==> src/hw/action_pkg.sv <==
package action_pkg;

    // PHV layout
    parameter int PHV_LEN  = 1024;
    parameter int VLAN_W   = 12;
    parameter int VLAN_LSB = 129;

    // control stream widths
    parameter int CTRL_DATA_W = 256;
    parameter int CTRL_USER_W = 128;
    parameter int CTRL_KEEP_W = CTRL_DATA_W / 8;

    // fields inside a control segment
    parameter int MOD_ID_LSB    = 112;
    parameter int CFG_FLAG_LSB  = 64;
    parameter int CFG_INDEX_LSB = 128;

    // udp port value marking a configuration packet
    parameter logic [15:0] CFG_FLAG = 16'hf2f1;

    // page table geometry
    parameter int PAGE_W        = 16;
    parameter int PAGE_DEPTH    = 32;
    parameter int PAGE_ADDR_W   = 5;
    parameter int PAGE_ADDR_LSB = 4;

    typedef logic [PHV_LEN-1:0]     phv_t;
    typedef logic [VLAN_W-1:0]      vlan_id_t;
    typedef logic [PAGE_W-1:0]      page_entry_t;
    typedef logic [PAGE_ADDR_W-1:0] page_addr_t;

    typedef logic [CTRL_DATA_W-1:0] ctrl_data_t;
    typedef logic [CTRL_USER_W-1:0] ctrl_user_t;
    typedef logic [CTRL_KEEP_W-1:0] ctrl_keep_t;

    // only the low bits address the table
    typedef logic [7:0]             cfg_index_t;

endpackage

==> src/hw/ctrl_cfg_filter.sv <==
module ctrl_cfg_filter #(
    parameter logic [4:0] STAGE_ID  = 5'd0,
    parameter logic [2:0] ACTION_ID = 3'd0
) (
    input  logic                    clk,
    input  logic                    rst_n,

    input  action_pkg::ctrl_data_t  c_s_tdata_i,
    input  action_pkg::ctrl_user_t  c_s_tuser_i,
    input  action_pkg::ctrl_keep_t  c_s_tkeep_i,
    input  logic                    c_s_tvalid_i,
    input  logic                    c_s_tlast_i,

    output action_pkg::ctrl_data_t  c_m_tdata_o,
    output action_pkg::ctrl_user_t  c_m_tuser_o,
    output action_pkg::ctrl_keep_t  c_m_tkeep_o,
    output logic                    c_m_tvalid_o,
    output logic                    c_m_tlast_o,

    output logic                    wr_en_o,
    output action_pkg::page_addr_t  wr_addr_o,
    output action_pkg::page_entry_t wr_data_o
);
    import action_pkg::*;

    typedef enum logic [2:0] {
        S_IDLE,
        S_PARSE,
        S_ENTRY,
        S_FLUSH,
        S_DROP
    } state_t;

    state_t state;
    state_t state_nxt;

    // first segment, held until the second one decides
    ctrl_data_t first_tdata;
    ctrl_user_t first_tuser;
    ctrl_keep_t first_tkeep;
    logic       first_tlast;

    // input stream delayed by one cycle
    ctrl_data_t d1_tdata;
    ctrl_user_t d1_tuser;
    ctrl_keep_t d1_tkeep;
    logic       d1_tvalid;
    logic       d1_tlast;

    logic [7:0]  mod_id;
    logic [15:0] ctrl_flag;
    cfg_index_t  cfg_index;
    logic        cfg_match;
    ctrl_data_t  tdata_swapped;

    logic hold_first;
    logic capture_index;
    logic capture_entry;
    logic emit_first;
    logic emit_d1;

    // little endian segment to big endian
    function automatic ctrl_data_t byte_swap(input ctrl_data_t din);
        ctrl_data_t dout;
        for (int i = 0; i < CTRL_KEEP_W; i++) begin
            dout[i*8 +: 8] = din[(CTRL_KEEP_W-1-i)*8 +: 8];
        end
        return dout;
    endfunction

    assign mod_id        = c_s_tdata_i[MOD_ID_LSB +: 8];
    assign ctrl_flag     = c_s_tdata_i[CFG_FLAG_LSB +: $bits(CFG_FLAG)];
    assign cfg_index     = c_s_tdata_i[CFG_INDEX_LSB +: $bits(cfg_index_t)];
    assign tdata_swapped = byte_swap(c_s_tdata_i);

    // stage in the upper five bits, action in the lower three
    assign cfg_match = (mod_id[7:3] == STAGE_ID) && (mod_id[2:0] == ACTION_ID) &&
                       (ctrl_flag == CFG_FLAG);

    always_comb begin
        state_nxt     = state;
        hold_first    = 1'b0;
        capture_index = 1'b0;
        capture_entry = 1'b0;
        emit_first    = 1'b0;
        emit_d1       = 1'b0;
        case (state)
            S_IDLE: begin
                if (c_s_tvalid_i) begin
                    hold_first = 1'b1;
                    state_nxt  = S_PARSE;
                end
            end
            S_PARSE: begin
                if (c_s_tvalid_i && cfg_match) begin
                    capture_index = 1'b1;
                    state_nxt     = S_ENTRY;
                end else if (c_s_tvalid_i) begin
                    emit_first = 1'b1;
                    state_nxt  = S_FLUSH;
                end
            end
            S_ENTRY: begin
                if (c_s_tvalid_i) begin
                    capture_entry = 1'b1;
                    state_nxt     = c_s_tlast_i ? S_IDLE : S_DROP;
                end
            end
            S_FLUSH: begin
                emit_d1 = 1'b1;
                if (d1_tvalid && d1_tlast) begin
                    state_nxt = S_IDLE;
                    // back to back packet starts right here
                    if (c_s_tvalid_i) begin
                        hold_first = 1'b1;
                        state_nxt  = S_PARSE;
                    end
                end
            end
            S_DROP: begin
                if (c_s_tvalid_i && c_s_tlast_i) begin
                    state_nxt = S_IDLE;
                end
            end
            default: begin
                state_nxt = S_IDLE;
            end
        endcase
    end

    always_ff @(posedge clk or negedge rst_n) begin
        if (!rst_n) begin
            state        <= S_IDLE;
            d1_tvalid    <= 1'b0;
            d1_tlast     <= 1'b0;
            c_m_tvalid_o <= 1'b0;
            c_m_tlast_o  <= 1'b0;
            wr_en_o      <= 1'b0;
        end else begin
            state        <= state_nxt;
            d1_tvalid    <= c_s_tvalid_i;
            d1_tlast     <= c_s_tlast_i;
            c_m_tvalid_o <= emit_first || (emit_d1 && d1_tvalid);
            c_m_tlast_o  <= emit_first ? first_tlast : (emit_d1 && d1_tvalid && d1_tlast);
            wr_en_o      <= capture_entry;
        end
    end

    always_ff @(posedge clk) begin
        d1_tdata <= c_s_tdata_i;
        d1_tuser <= c_s_tuser_i;
        d1_tkeep <= c_s_tkeep_i;
        if (hold_first) begin
            first_tdata <= c_s_tdata_i;
            first_tuser <= c_s_tuser_i;
            first_tkeep <= c_s_tkeep_i;
            first_tlast <= c_s_tlast_i;
        end
        c_m_tdata_o <= emit_first ? first_tdata : d1_tdata;
        c_m_tuser_o <= emit_first ? first_tuser : d1_tuser;
        c_m_tkeep_o <= emit_first ? first_tkeep : d1_tkeep;
        if (capture_index) begin
            wr_addr_o <= cfg_index[PAGE_ADDR_W-1:0];
        end
        if (capture_entry) begin
            wr_data_o <= tdata_swapped[CTRL_DATA_W-1 -: PAGE_W];
        end
    end

endmodule

==> src/hw/page_table.sv <==
module page_table (
    input  logic                    clk,
    input  logic                    wr_en_i,
    input  action_pkg::page_addr_t  wr_addr_i,
    input  action_pkg::page_entry_t wr_data_i,
    input  action_pkg::page_addr_t  rd_addr_i,
    output action_pkg::page_entry_t rd_data_o
);
    import action_pkg::*;

    page_entry_t mem [PAGE_DEPTH];

    // same-address read and write returns the old entry
    always_ff @(posedge clk) begin
        if (wr_en_i) begin
            mem[wr_addr_i] <= wr_data_i;
        end
        rd_data_o <= mem[rd_addr_i];
    end

endmodule

==> src/hw/vlan_page_lookup.sv <==
module vlan_page_lookup (
    input  logic                    clk,
    input  logic                    rst_n,

    input  action_pkg::vlan_id_t    act_vlan_i,
    input  logic                    act_vlan_valid_i,
    output logic                    act_vlan_ready_o,

    output action_pkg::page_addr_t  rd_addr_o,
    input  action_pkg::page_entry_t rd_data_i,

    output action_pkg::page_entry_t page_o,
    output logic                    page_valid_o
);
    import action_pkg::*;

    typedef enum logic {
        L_IDLE,
        L_BUSY
    } lk_state_t;

    lk_state_t   state;
    logic        accept;
    logic        rd_pend;
    logic        entry_vld;
    page_entry_t entry_q;

    assign act_vlan_ready_o = (state == L_IDLE);
    assign accept           = act_vlan_valid_i && act_vlan_ready_o;

    // accept, table read, capture, present
    always_ff @(posedge clk or negedge rst_n) begin
        if (!rst_n) begin
            state        <= L_IDLE;
            rd_pend      <= 1'b0;
            entry_vld    <= 1'b0;
            page_valid_o <= 1'b0;
        end else begin
            rd_pend <= 1'b0;
            case (state)
                L_IDLE: begin
                    if (accept) begin
                        state <= L_BUSY;
                    end
                end
                default: begin
                    state   <= L_IDLE;
                    rd_pend <= 1'b1;
                end
            endcase
            entry_vld    <= rd_pend;
            page_valid_o <= entry_vld;
        end
    end

    always_ff @(posedge clk) begin
        if (accept) begin
            rd_addr_o <= act_vlan_i[PAGE_ADDR_LSB +: PAGE_ADDR_W];
        end
        if (rd_pend) begin
            entry_q <= rd_data_i;
        end
        if (entry_vld) begin
            page_o <= entry_q;
        end
    end

endmodule

==> src/hw/phv_vlan_tap.sv <==
module phv_vlan_tap (
    input  logic                 clk,
    input  logic                 rst_n,

    input  action_pkg::phv_t     phv_i,
    input  logic                 phv_valid_i,

    output action_pkg::vlan_id_t vlan_o,
    output logic                 vlan_valid_o,
    input  logic                 vlan_ready_i
);
    import action_pkg::*;

    typedef enum logic {
        T_IDLE,
        T_FLUSH
    } tap_state_t;

    tap_state_t state;
    vlan_id_t   vlan_q;
    logic       vlan_vld_q;

    // phv pulses in flush are ignored
    always_ff @(posedge clk or negedge rst_n) begin
        if (!rst_n) begin
            state        <= T_IDLE;
            vlan_vld_q   <= 1'b0;
            vlan_valid_o <= 1'b0;
        end else begin
            vlan_vld_q <= 1'b0;
            case (state)
                T_IDLE: begin
                    if (phv_valid_i) begin
                        state <= T_FLUSH;
                    end
                end
                default: begin
                    if (vlan_ready_i) begin
                        vlan_vld_q <= 1'b1;
                        state      <= T_IDLE;
                    end
                end
            endcase
            vlan_valid_o <= vlan_vld_q;
        end
    end

    always_ff @(posedge clk) begin
        if (state == T_IDLE && phv_valid_i) begin
            vlan_q <= phv_i[VLAN_LSB +: VLAN_W];
        end
        // extra output stage
        if (vlan_vld_q) begin
            vlan_o <= vlan_q;
        end
    end

endmodule

==> src/hw/action_engine.sv <==
module action_engine #(
    parameter logic [4:0] STAGE_ID  = 5'd0,
    parameter logic [2:0] ACTION_ID = 3'd0
) (
    input  logic                    clk,
    input  logic                    rst_n,

    // control stream in
    input  action_pkg::ctrl_data_t  c_s_tdata_i,
    input  action_pkg::ctrl_user_t  c_s_tuser_i,
    input  action_pkg::ctrl_keep_t  c_s_tkeep_i,
    input  logic                    c_s_tvalid_i,
    input  logic                    c_s_tlast_i,

    // control stream out
    output action_pkg::ctrl_data_t  c_m_tdata_o,
    output action_pkg::ctrl_user_t  c_m_tuser_o,
    output action_pkg::ctrl_keep_t  c_m_tkeep_o,
    output logic                    c_m_tvalid_o,
    output logic                    c_m_tlast_o,

    // page lookup
    input  action_pkg::vlan_id_t    act_vlan_i,
    input  logic                    act_vlan_valid_i,
    output logic                    act_vlan_ready_o,
    output action_pkg::page_entry_t page_o,
    output logic                    page_valid_o,

    // vlan tap
    input  action_pkg::phv_t        phv_i,
    input  logic                    phv_valid_i,
    output action_pkg::vlan_id_t    vlan_o,
    output logic                    vlan_valid_o,
    input  logic                    vlan_ready_i
);
    import action_pkg::*;

    logic        tbl_wr_en;
    page_addr_t  tbl_wr_addr;
    page_entry_t tbl_wr_data;
    page_addr_t  tbl_rd_addr;
    page_entry_t tbl_rd_data;

    ctrl_cfg_filter #(
        .STAGE_ID  (STAGE_ID),
        .ACTION_ID (ACTION_ID)
    ) u_ctrl_cfg_filter (
        .clk          (clk),
        .rst_n        (rst_n),
        .c_s_tdata_i  (c_s_tdata_i),
        .c_s_tuser_i  (c_s_tuser_i),
        .c_s_tkeep_i  (c_s_tkeep_i),
        .c_s_tvalid_i (c_s_tvalid_i),
        .c_s_tlast_i  (c_s_tlast_i),
        .c_m_tdata_o  (c_m_tdata_o),
        .c_m_tuser_o  (c_m_tuser_o),
        .c_m_tkeep_o  (c_m_tkeep_o),
        .c_m_tvalid_o (c_m_tvalid_o),
        .c_m_tlast_o  (c_m_tlast_o),
        .wr_en_o      (tbl_wr_en),
        .wr_addr_o    (tbl_wr_addr),
        .wr_data_o    (tbl_wr_data)
    );

    page_table u_page_table (
        .clk       (clk),
        .wr_en_i   (tbl_wr_en),
        .wr_addr_i (tbl_wr_addr),
        .wr_data_i (tbl_wr_data),
        .rd_addr_i (tbl_rd_addr),
        .rd_data_o (tbl_rd_data)
    );

    vlan_page_lookup u_vlan_page_lookup (
        .clk              (clk),
        .rst_n            (rst_n),
        .act_vlan_i       (act_vlan_i),
        .act_vlan_valid_i (act_vlan_valid_i),
        .act_vlan_ready_o (act_vlan_ready_o),
        .rd_addr_o        (tbl_rd_addr),
        .rd_data_i        (tbl_rd_data),
        .page_o           (page_o),
        .page_valid_o     (page_valid_o)
    );

    phv_vlan_tap u_phv_vlan_tap (
        .clk          (clk),
        .rst_n        (rst_n),
        .phv_i        (phv_i),
        .phv_valid_i  (phv_valid_i),
        .vlan_o       (vlan_o),
        .vlan_valid_o (vlan_valid_o),
        .vlan_ready_i (vlan_ready_i)
    );

endmodule

==> config.mk <==
export PLATFORM = sky130hd
export DESIGN_NAME = action_engine
export DESIGN_NICKNAME = d
export VERILOG_FILES = /design/src/hw/action_pkg.sv /design/src/hw/ctrl_cfg_filter.sv /design/src/hw/page_table.sv /design/src/hw/vlan_page_lookup.sv /design/src/hw/phv_vlan_tap.sv /design/src/hw/action_engine.sv
export SDC_FILE = /design/constraint.sdc
export NUM_CORES = 1
export LEC_CHECK = 0
export BUFFER_PORTS_ARGS = -buffer_cell sky130_fd_sc_hd__buf_2
export CAP_MARGIN = 15
export CORE_AREA = 8 8 735 737
export DETAILED_ROUTE_END_ITERATION = 7
export DIE_AREA = 0 0 743 745
export GPL_ROUTABILITY_DRIVEN = 0
export MAX_ROUTING_LAYER = met4
export PLACE_DENSITY = 0.3
export SLEW_MARGIN = 20
export SYNTH_ARGS = -nofsm -noshare
export SYNTH_HDL_FRONTEND = slang
export SYNTH_SLANG_ARGS = --single-unit
==> constraint.sdc <==
create_clock -name clk -period 29.8 [get_ports clk]
set_input_delay 4.47 -clock clk [delete_from_list [all_inputs] [get_ports clk]]
set_output_delay 4.47 -clock clk [all_outputs]
set_load 0.02 [all_outputs]
; ---- Word-level counts from Yosys, hierarchy flattened
; Memory sizes are Yosys's and may differ from the RTL's. A register that Yosys moved wholly into a read port is not among the register bits.
; Cells that the tools add are included.
[totals]
reg_bits = 1346
ram_bits = 512
in_bits = 1459
out_inout_bits = 449
n_memories = 1
[op_classes]
eq_ne = 10
n_mux = 32
bitwise_logic = 2
reduce_logical = 14
[memory_table]
columns = memory, words, word_bits, rd, rd_ports_with_merged_regs, write_ports, line_no
row1 = u_page_table.mem, 32, 16, 1, 1, 1, page_table.sv:11  ; page_entry_t mem [PAGE_DEPTH];
[ops]
columns = cell, count
row1 = two-way mux 256 bit, 1
row2 = two-way mux 128 bit, 1
row3 = two-way mux 32 bit, 1
row4 = two-way mux 3 bit, 7
row5 = two-way mux 1 bit, 20
row6 = equality test 16 bit (second input constant), 1
row7 = one-hot mux 3 bit (5 select lines), 1
row8 = logical AND 1 bit, 9
row9 = equality test 3 x 2 -> 1 bit (second input constant), 2
row10 = zero test 3 bit, 2
row11 = zero test 5 bit, 1
row12 = AND reduction 5 bit, 1
row13 = != test 2 x 1 -> 1 bit (second input constant), 2
row14 = != test 2 bit (second input constant), 2
row15 = equality test 3 x 1 -> 1 bit (second input constant), 1
row16 = equality test 3 bit (second input constant), 1
row17 = != test 3 x 2 -> 1 bit (second input constant), 1
row18 = inverter 1 bit, 2
row19 = one-hot mux 1 bit (2 select lines), 1
row20 = logical OR 1 bit, 1

; ---- Longest topological paths before layout
; Gate-level depths: netlist (run 1).
[depth]
depth_word = 7
mapped_depth = 8
depth_no_buf = 5

; ---- Cells and area by module
; From an unflattened synthesis (run 1), not the netlist that was laid out.
[unflattened]
hier_cells = 2992
area_unflattened_um2 = 57870.5
[modules_own_cells]
columns = mod, n_inst, cells_per_inst, area_per_inst_um2
row1 = ctrl_cfg_filter, 1, 1775, 35290.1
row2 = page_table, 1, 1143, 20535.9
row3 = vlan_page_lookup, 1, 43, 1221.2
row4 = phv_vlan_tap, 1, 31, 823.3

; ---- Least setup slack after synthesis (run 1)
; Ideal clock, no wire load.
[synth_path]
path_kind = input -> register
startpoint = in c_s_tvalid_i
endpoint = reg u_ctrl_cfg_filter.first_tdata[0] (enable)
setup_time_ns = 0.836
t_arrival_ns = 14.109
required_ns = 28.964
setup_slack_ns = 14.854
cell_stages = 2
path_buffers = 0
path_cell_list = nor2b_1 > and3b_1
[synth_via]
elab_chain_cells = 3
[synth_lines]
columns = element, line_no
row1 = from (decl), action_engine.sv:12  ; input logic c_s_tvalid_i,
row2 = two-way mux 1 bit (*), "ctrl_cfg_filter.sv:89, ctrl_cfg_filter.sv:114"
row3 = two-way mux 1 bit, ctrl_cfg_filter.sv:111  ; if (d1_tvalid && d1_tlast) begin
row4 = one-hot mux 1 bit (2 select lines) (*), ctrl_cfg_filter.sv:87  ; case (state)
row5 = named net u_ctrl_cfg_filter.hold_first, ctrl_cfg_filter.sv:56  ; logic hold_first;
row6 = to (signal assigned), ctrl_cfg_filter.sv:154  ; first_tdata <= c_s_tdata_i;
row7 = to (decl), ctrl_cfg_filter.sv:38  ; ctrl_data_t first_tdata;
; The timed path passes the listed nets; every way through them passes the cells marked *.
; A chain may end at the register's enable or synchronous reset.

; ---- Worst setup path after layout (run 1)
[layout_path]
startpoint = in c_s_tdata_i[77]
endpoint = reg u_ctrl_cfg_filter.c_m_tuser_o[87]
[layout_via]
elab_chain_cells = 6
[layout_lines]
columns = element, line_no
row1 = from (decl), action_engine.sv:9  ; input action_pkg::ctrl_data_t c_s_tdata_i,
row2 = equality test 16 bit, ctrl_cfg_filter.sv:78  ; (ctrl_flag == CFG_FLAG);
row3 = logical AND 1 bit, ctrl_cfg_filter.sv:77  ; assign cfg_match = (mod_id[7:3] == STAGE_ID) && (mod_id[2:0] == ACTION_ID) &&
row4 = logical AND 1 bit, ctrl_cfg_filter.sv:95  ; if (c_s_tvalid_i && cfg_match) begin
row5 = two-way mux 1 bit, ctrl_cfg_filter.sv:95
row6 = two-way mux 1 bit, ctrl_cfg_filter.sv:87
row7 = two-way mux 128 bit, ctrl_cfg_filter.sv:160  ; c_m_tuser_o <= emit_first ? first_tuser : d1_tuser;
row8 = to (signal assigned), ctrl_cfg_filter.sv:160
row9 = to (decl), ctrl_cfg_filter.sv:15  ; output action_pkg::ctrl_user_t c_m_tuser_o,
; No other way between the ends.

==> results of run 1 <==
-- through the flow --
step                area [um^2]  cells  worst slack (ps)  util, %  total power (uW)
finish                    78500  11400             21760     14.9              6870
global route              78500  11300             21280     14.9              7200
CTS                       78300  11300             21250     14.8              7070
detailed placement        70800  10800             20250     13.4              4220
global placement          70700  10800             20280     13.4              4220
floorplan                 57600   2996             14850        -              3760
-- cell families (layout without fill, tap and decap cells) --
family,after synthesis,after routing
AO/OA/AOI/OAI,150,150
buffers and inverters,117,1395
flip-flops,1874,1874
multiplexers,672,672
other,0,82
AND/OR/NAND/NOR,183,183
-- worst reg2reg max path, delay by kind of cell (launching register included) --
family        cells  cell delay, ps
simple gates      2             930
flops             1             480
buf+inv           3            2000
-- per-layer routing --
layer	track usage, %	part of all wire (%)	wire [um]	up-vias
met2	12.8	50	105000	1050
met3	3.21	9.6	20100	429
met4	2.28	3.6	7510	0
li1	-	-	-	13500
met1	7.77	37	78400	14800
met5	-	0	0	-
-- synth_stat cells, types with 28 or more instances --
master	count	area [um^2]
a21oi_1	33	165
a22o_1	32	280
a22oi_1	64	480
buf_2	45	225
buf_4	28	210
dfxtp_1	848	17000
edfxtp_1	1011	30400
mux2_1	100	1130
mux2_2	316	3560
mux2i_1	256	2560
nand2_1	38	143
nand3_1	37	185
nor2_1	43	161
-- path summary, 6_finish.rpt --
kind | startpoint | to | slack [ps]
max in group asynchronous | rst_n | u_phv_vlan_tap.state | 25540
setup reg to reg | u_ctrl_cfg_filter.state[0] | u_ctrl_cfg_filter.first_tuser[42] | 25940
hold / removal | u_page_table.rd_data_o[3] | u_vlan_page_lookup.entry_q[3] | 400
min in group asynchronous | rst_n | u_ctrl_cfg_filter.wr_en_o | 3700
hold reg to reg | u_page_table.rd_data_o[3] | u_vlan_page_lookup.entry_q[3] | 400
setup / recovery | c_s_tdata_i[77] | u_ctrl_cfg_filter.c_m_tuser_o[87] | 21760
-- sequential cells by signal (all words and copies together) (netlist names), 5 cells and up --
name	cells
u_ctrl_cfg_filter.first_tkeep	32
u_ctrl_cfg_filter.d1_tdata	256
u_ctrl_cfg_filter.wr_data_o	16
u_ctrl_cfg_filter.wr_addr_o	5
u_ctrl_cfg_filter.d1_tuser	128
u_page_table.mem	512
u_page_table.rd_data_o	16
u_phv_vlan_tap.vlan_o	12
u_ctrl_cfg_filter.first_tdata	256
u_vlan_page_lookup.rd_addr_o	5
u_ctrl_cfg_filter.c_m_tkeep_o	32
u_vlan_page_lookup.entry_q	16
u_vlan_page_lookup.page_o	16
u_phv_vlan_tap.vlan_q	12
u_ctrl_cfg_filter.c_m_tuser_o	128
u_ctrl_cfg_filter.c_m_tdata_o	256
u_ctrl_cfg_filter.d1_tkeep	32
u_ctrl_cfg_filter.first_tuser	128
-- final cells by class --
type,instances,area [um^2]
Sequential cell,1874,47700
Inverter,3,11.3
Tap cell,6994,8750
Fill cell,58100,449000
Timing Repair Buffer,963,5040
Clock buffer,327,6440
Multi-Input combinational cell,1005,9250
Antenna cell,82,205
Clock inverter,102,1060
-- power groups by stage --
| stage | clock, uW | combinational, uW | sequential [uW] |
|---|---|---|---|
| floorplan | 0 | 326 | 3440 |
| global placement | 0 | 993 | 3230 |
| detailed placement | 0 | 992 | 3230 |
| CTS | 2890 | 996 | 3180 |
| global route | 2980 | 1020 | 3200 |
| finish | 2760 | 943 | 3170 |
==> results_dict.tcl, run 1 <==
set metrics [dict create \
    outcome "completed" \
    finalCriticalPeriod_ps 8040 \
    p_per_area_mw_per_mm2 87.5 \
    synth_mux_area_share_pct 12.6 \
    finalCritPeriodShare_pct 27.0 \
    fin_nets 5534 \
    cts_tree "done" \
    synth-edff-count 1011 \
    post_cts_resize_count 0 \
    required_ps 30520 \
    start_util_pct 10.9 \
    synth_top_family_by_area "multiplexers" \
    clk_pin_slew_worst_paths_ps 60 \
    dieWidth_um 743 \
    port_buffers 888 \
    max_stage_delay_ps 830 \
    hold_buffers 0 \
    syn_to_final_growth_pct 36.3 \
    cts_max_level 4 \
    tns_ps 0 \
    p_int_uw 4970 \
    vias 29800 \
    rsz0062_at_grt "no" \
    detailed_place_hpwl_um 150000 \
    grt_pass1_wl_um 277000 \
    synth_warnings 0 \
    hold_class "flip-flop to flip-flop" \
    dieArea_mm2 0.554 \
    critPathTopFamily "buffers and inverters" \
    yosys.area_share.adder_pct 0 \
    netlist_instances 2996 \
    synth_compound_area_share_pct 1.84 \
    reg2regPathDepth 5 \
    fmax_mhz 124 \
    wl_um 211000 \
    setup_violations 0 \
    critical_path.max_fanout 57 \
    cts_inserted_buffers 228 \
    grt_remaining_overflow 0 \
    async_flop_share_pct 0.800 \
    io_pins 1908 \
    clkLatencyLatePin_ps 910 \
    cp.depth 8 \
    finalClockSkew_ps 109 \
    antenna_found_initial 157 \
    die_h_um 745 \
    startpoint_type "input pin" \
    pwr-share-seq_pct 46.1 \
    ys_seq_area_share_pct 82.8 \
    ant_nets 0 \
    synth.avg_cell_area_um2 19.2 \
    ys_types 35 \
    vias_per_cell 2.63 \
    ir_worst_vdd_mv 0.0529 \
    grt_usage_pct 7.47 \
    crit_arrival_ps 8750 \
    synthSimpleGateAreaFrac_pct 1.55 \
    relSlewSlack_pct 29.0 \
    synth.net_count 4455 \
    dr.pass1.iters 4 \
    post_cts_buffers 0 \
    wl_per_cell_um 18.6 \
    crit_type "input pin to flip-flop" \
    core_area_mm2 0.527 \
    layout-drive-gt1-share_pct 38.2 \
    dr.first_iter.drc_count 1344 \
    drc_errors 0 \
    crit_buf_inv 3 \
    leakage_uw 0.0280 \
    slowest_stage "buf_4" \
    crit_chain "buf_2 > nand4_1 > nor4_1 > nand4_1 > nand3_4 > buf_4 > buf_4 > mux2_2" \
    clock_path_buffers 4 \
    grt_max_degree 132 \
    yosys.area_share.xor_xnor_pct 0 \
    combPwrFrac_pct 13.7 \
    grt_pass1_vias 31700 \
    cts_root_buffer "clkbuf_16" \
    p_sw_uw 1900 \
    drv_slew 0 \
    maxCapViolCount 0 \
    ys_ff_latch 1874 \
    worst_pin_slew_ps 1060 \
    rows 267 \
    final_cell_mix "edfxtp_1 (1011), buf_2 (888), dfxtp_1 (848)" \
    synth_flop_cell "edfxtp_1" \
    layout_commonest_cell "edfxtp_1" \
    switching_share_pct 27.7 \
    cp-end-kind "flip-flop" \
    whs_ps 399 \
    hold_viol 0 \
    clockPowerShare_pct 40.1 \
    holdPathStages 0 \
    cts.sink_count 1874 \
    synthesis.area_mm2 0.0576 \
]
(Power assumes the default switching activity.)
==> inputs of run 2 (changes only) <==
- ABC_AREA: not set -> 1
- CORE_AREA: 8 8 735 737 -> 8 8 748 750
- DIE_AREA: 0 0 743 745 -> 0 0 756 758
- clock period: 29.8 -> 6.84 ns (I/O delays scaled with it)
==> run 2 against run 1 <==
Combinational power rose to 5.4 times the previous value. Sequential cell count did not move. Die area rose by 3.5%. Highest routed layer unchanged. Clock skew fell by 11 ps. Critical path type unchanged. Worst setup slack got worse by 18000 ps. Largest cell class unchanged. Critical path depth rose by 2.
==> results_dict.tcl, run 2 <==
set metrics [dict create \
    layout-drive-gt1-share_pct 23.2 \
    die_h_um 758 \
    post_cts_buffers 0 \
    synth-edff-count 1011 \
    yosysMostFrequentCell "nand2_1" \
    grt_usage_pct 8.16 \
    setup_violations 0 \
    fmax_mhz 283 \
    grt_pass1_vias 38000 \
    port_buffers 888 \
    clk_pin_slew_worst_paths_ps 60 \
    ys_seq_area_share_pct 80.4 \
    tns_ps 0 \
    synth_common_cells "nand2_1 (1579), edfxtp_1 (1011), dfxtp_1 (848), nand3_1 (817), clkbuf_1 (103)" \
    pwr-share-seq_pct 44.8 \
    ys_ff_latch 1874 \
    drv_slew 0 \
    detailed_place_hpwl_um 163000 \
    worst_slack_ps 3300 \
    finalClockSkew_ps 98.0 \
    dr.pass1.iters 5 \
    p_sw_uw 9570 \
    synth_area_leader_cell "edfxtp_1" \
    ys_types 18 \
    crit_arrival_ps 4360 \
    cp-end-kind "flip-flop" \
    dr.first_iter.drc_count 2053 \
    fin_nets 7042 \
    ant_nets 0 \
    start_util_pct 10.8 \
    relSlewSlack_pct 19.0 \
    required_ps 7660 \
    finalCriticalPeriod_ps 3540 \
    async_flop_share_pct 0.800 \
    clockPowerShare_pct 39.0 \
    maxCapViolCount 0 \
    startpoint_type "input pin" \
    rows 272 \
    ir_worst_vdd_mv 0.230 \
    combPwrFrac_pct 16.3 \
    fillers 61100 \
    syn_to_final_growth_pct 35.6 \
    p_int_uw 22000 \
    cts_root_buffer "clkbuf_16" \
    synth_top_area_share_pct 51.1 \
    regArea_mm2 0.0477 \
    max_stage_delay_ps 780 \
    cts_max_level 4 \
    post_cts_resize_count 0 \
    vias_per_cell 2.87 \
    synth_area_leaders "edfxtp_1 (51%), dfxtp_1 (29%), nand2_1 (10%)" \
    cts_inserted_buffers 232 \
    p_per_area_mw_per_mm2 392 \
    multi_input_area_mm2 0.0103 \
    finalCritPeriodShare_pct 51.7 \
    netlist_instances 4613 \
    core_area_mm2 0.547 \
    worst_pin_slew_ps 1210 \
    wl_um 238000 \
    final_util_pct 14.7 \
    critical_path.max_fanout 65 \
    grt_max_degree 165 \
    dieWidth_um 756 \
    dp_slack_ps 2220 \
    clock_path_buffers 4 \
    leakage_uw 0.0309 \
    vias 37600 \
    grt_remaining_overflow 0 \
    synth.net_count 6072 \
    wl_per_cell_um 18.1 \
    slowest_stage "buf_4" \
    synth_flop_cell "edfxtp_1" \
    synth_warnings 0 \
    grt_pass1_wl_um 322000 \
    largest_register "u_page_table.mem" \
    drc_errors 0 \
    antenna_found_initial 189 \
    outcome "completed" \
    synth.avg_cell_area_um2 12.9 \
    largest_reg_flops 512 \
    switching_share_pct 30.4 \
    io_pins 1908 \
    crit_type "input pin to flip-flop" \
    hold_viol 0 \
    synthesis.area_mm2 0.0594 \
    final_cell_mix "nand2_1 (1578), edfxtp_1 (1011), buf_2 (888)" \
    power_uw 31500 \
    hold_buffers 0 \
    crit_chain "buf_2 > inv_1 > nand4_1 > nor2_1 > nand4_1 > buf_12 > nand2_4 > buf_4 > nand2_1 > nand2_1" \
    whs_ps 193 \
    layout_commonest_cell "nand2_1" \
    dieArea_mm2 0.573 \
    hold_class "input pin to asynchronous set/reset pin" \
    clkLatencyLatePin_ps 910 \
    cts_tree "done" \
    cts.sink_count 1874 \
    rsz0062_at_grt "no" \
]
==> run 2: layout make-up <==
cell class,count,share of cell area [%]
clock buffer,324,7.99
clock inverter,115,1.55
sequential,1874,59.3
tap,7261,11.3
antenna,72,0.224
multi-input combinational,2456,12.8
timing repair buffer,982,6.63
inverter,37,0.207
==> run 2: cell families after synthesis <==
kind of cell,count (synthesis),share of synthesized area (%)
simple gates,2450,17.3
flops,1874,80.4
buf+inv,283,2.31
compound gates,6,0.0506
==> run 2: per-stage QoR <==
step | std cells | instance area, um^2
2_1_floorplan | 4613 | 59400
3_3_place_gp | 12600 | 72500
3_5_place_dp | 12600 | 72600
4_1_cts | 13000 | 80200
5_1_grt | 13100 | 80400
6_report | 13100 | 80500
==> run 2: path summary, 6_finish.rpt <==
check	startpoint	endpoint	slack, ps	cells past startpoint
worst min-delay path	rst_n	u_vlan_page_lookup.rd_pend	190	2
worst min register to register	u_ctrl_cfg_filter.d1_tuser[32]	u_ctrl_cfg_filter.c_m_tuser_o[32]	350	2
min in group clk	c_s_tuser_i[21]	u_ctrl_cfg_filter.d1_tuser[21]	200	1
worst max register to register	u_vlan_page_lookup.rd_addr_o[0]	u_page_table.rd_data_o[7]	3480	10
max in group asynchronous	rst_n	u_ctrl_cfg_filter.c_m_tvalid_o	6190	2
worst max-delay path	c_s_tdata_i[112]	u_ctrl_cfg_filter.c_m_tdata_o[163]	3300	10
==> run 2: power groups by stage <==
stage          Clock, uW  Sequential, uW  Combinational (uW)
5_1_grt            13200           14300                5640
4_1_cts            12800           14200                5410
2_1_floorplan          0           15400                1640
3_5_place_dp           0           14400                5390
3_3_place_gp           0           14400                5400
6_report           12300           14100                5130
==> run 2: worst max-delay path, delay by kind of cell <==
family / cells / cell delay, ps
buffers and inverters: 4 / 1400
AND/OR/NAND/NOR: 6 / 1670
==> run 2: routing by layer <==
metal  share of wire (%)  vias up  global-route usage (%)
met3                 7.4      512                    2.50
met2                  50     1190                    14.3
li1                    -    17800                       -
met4                 3.0        0                    1.96
met5                   0        -                       -
met1                  40    18200                    9.04
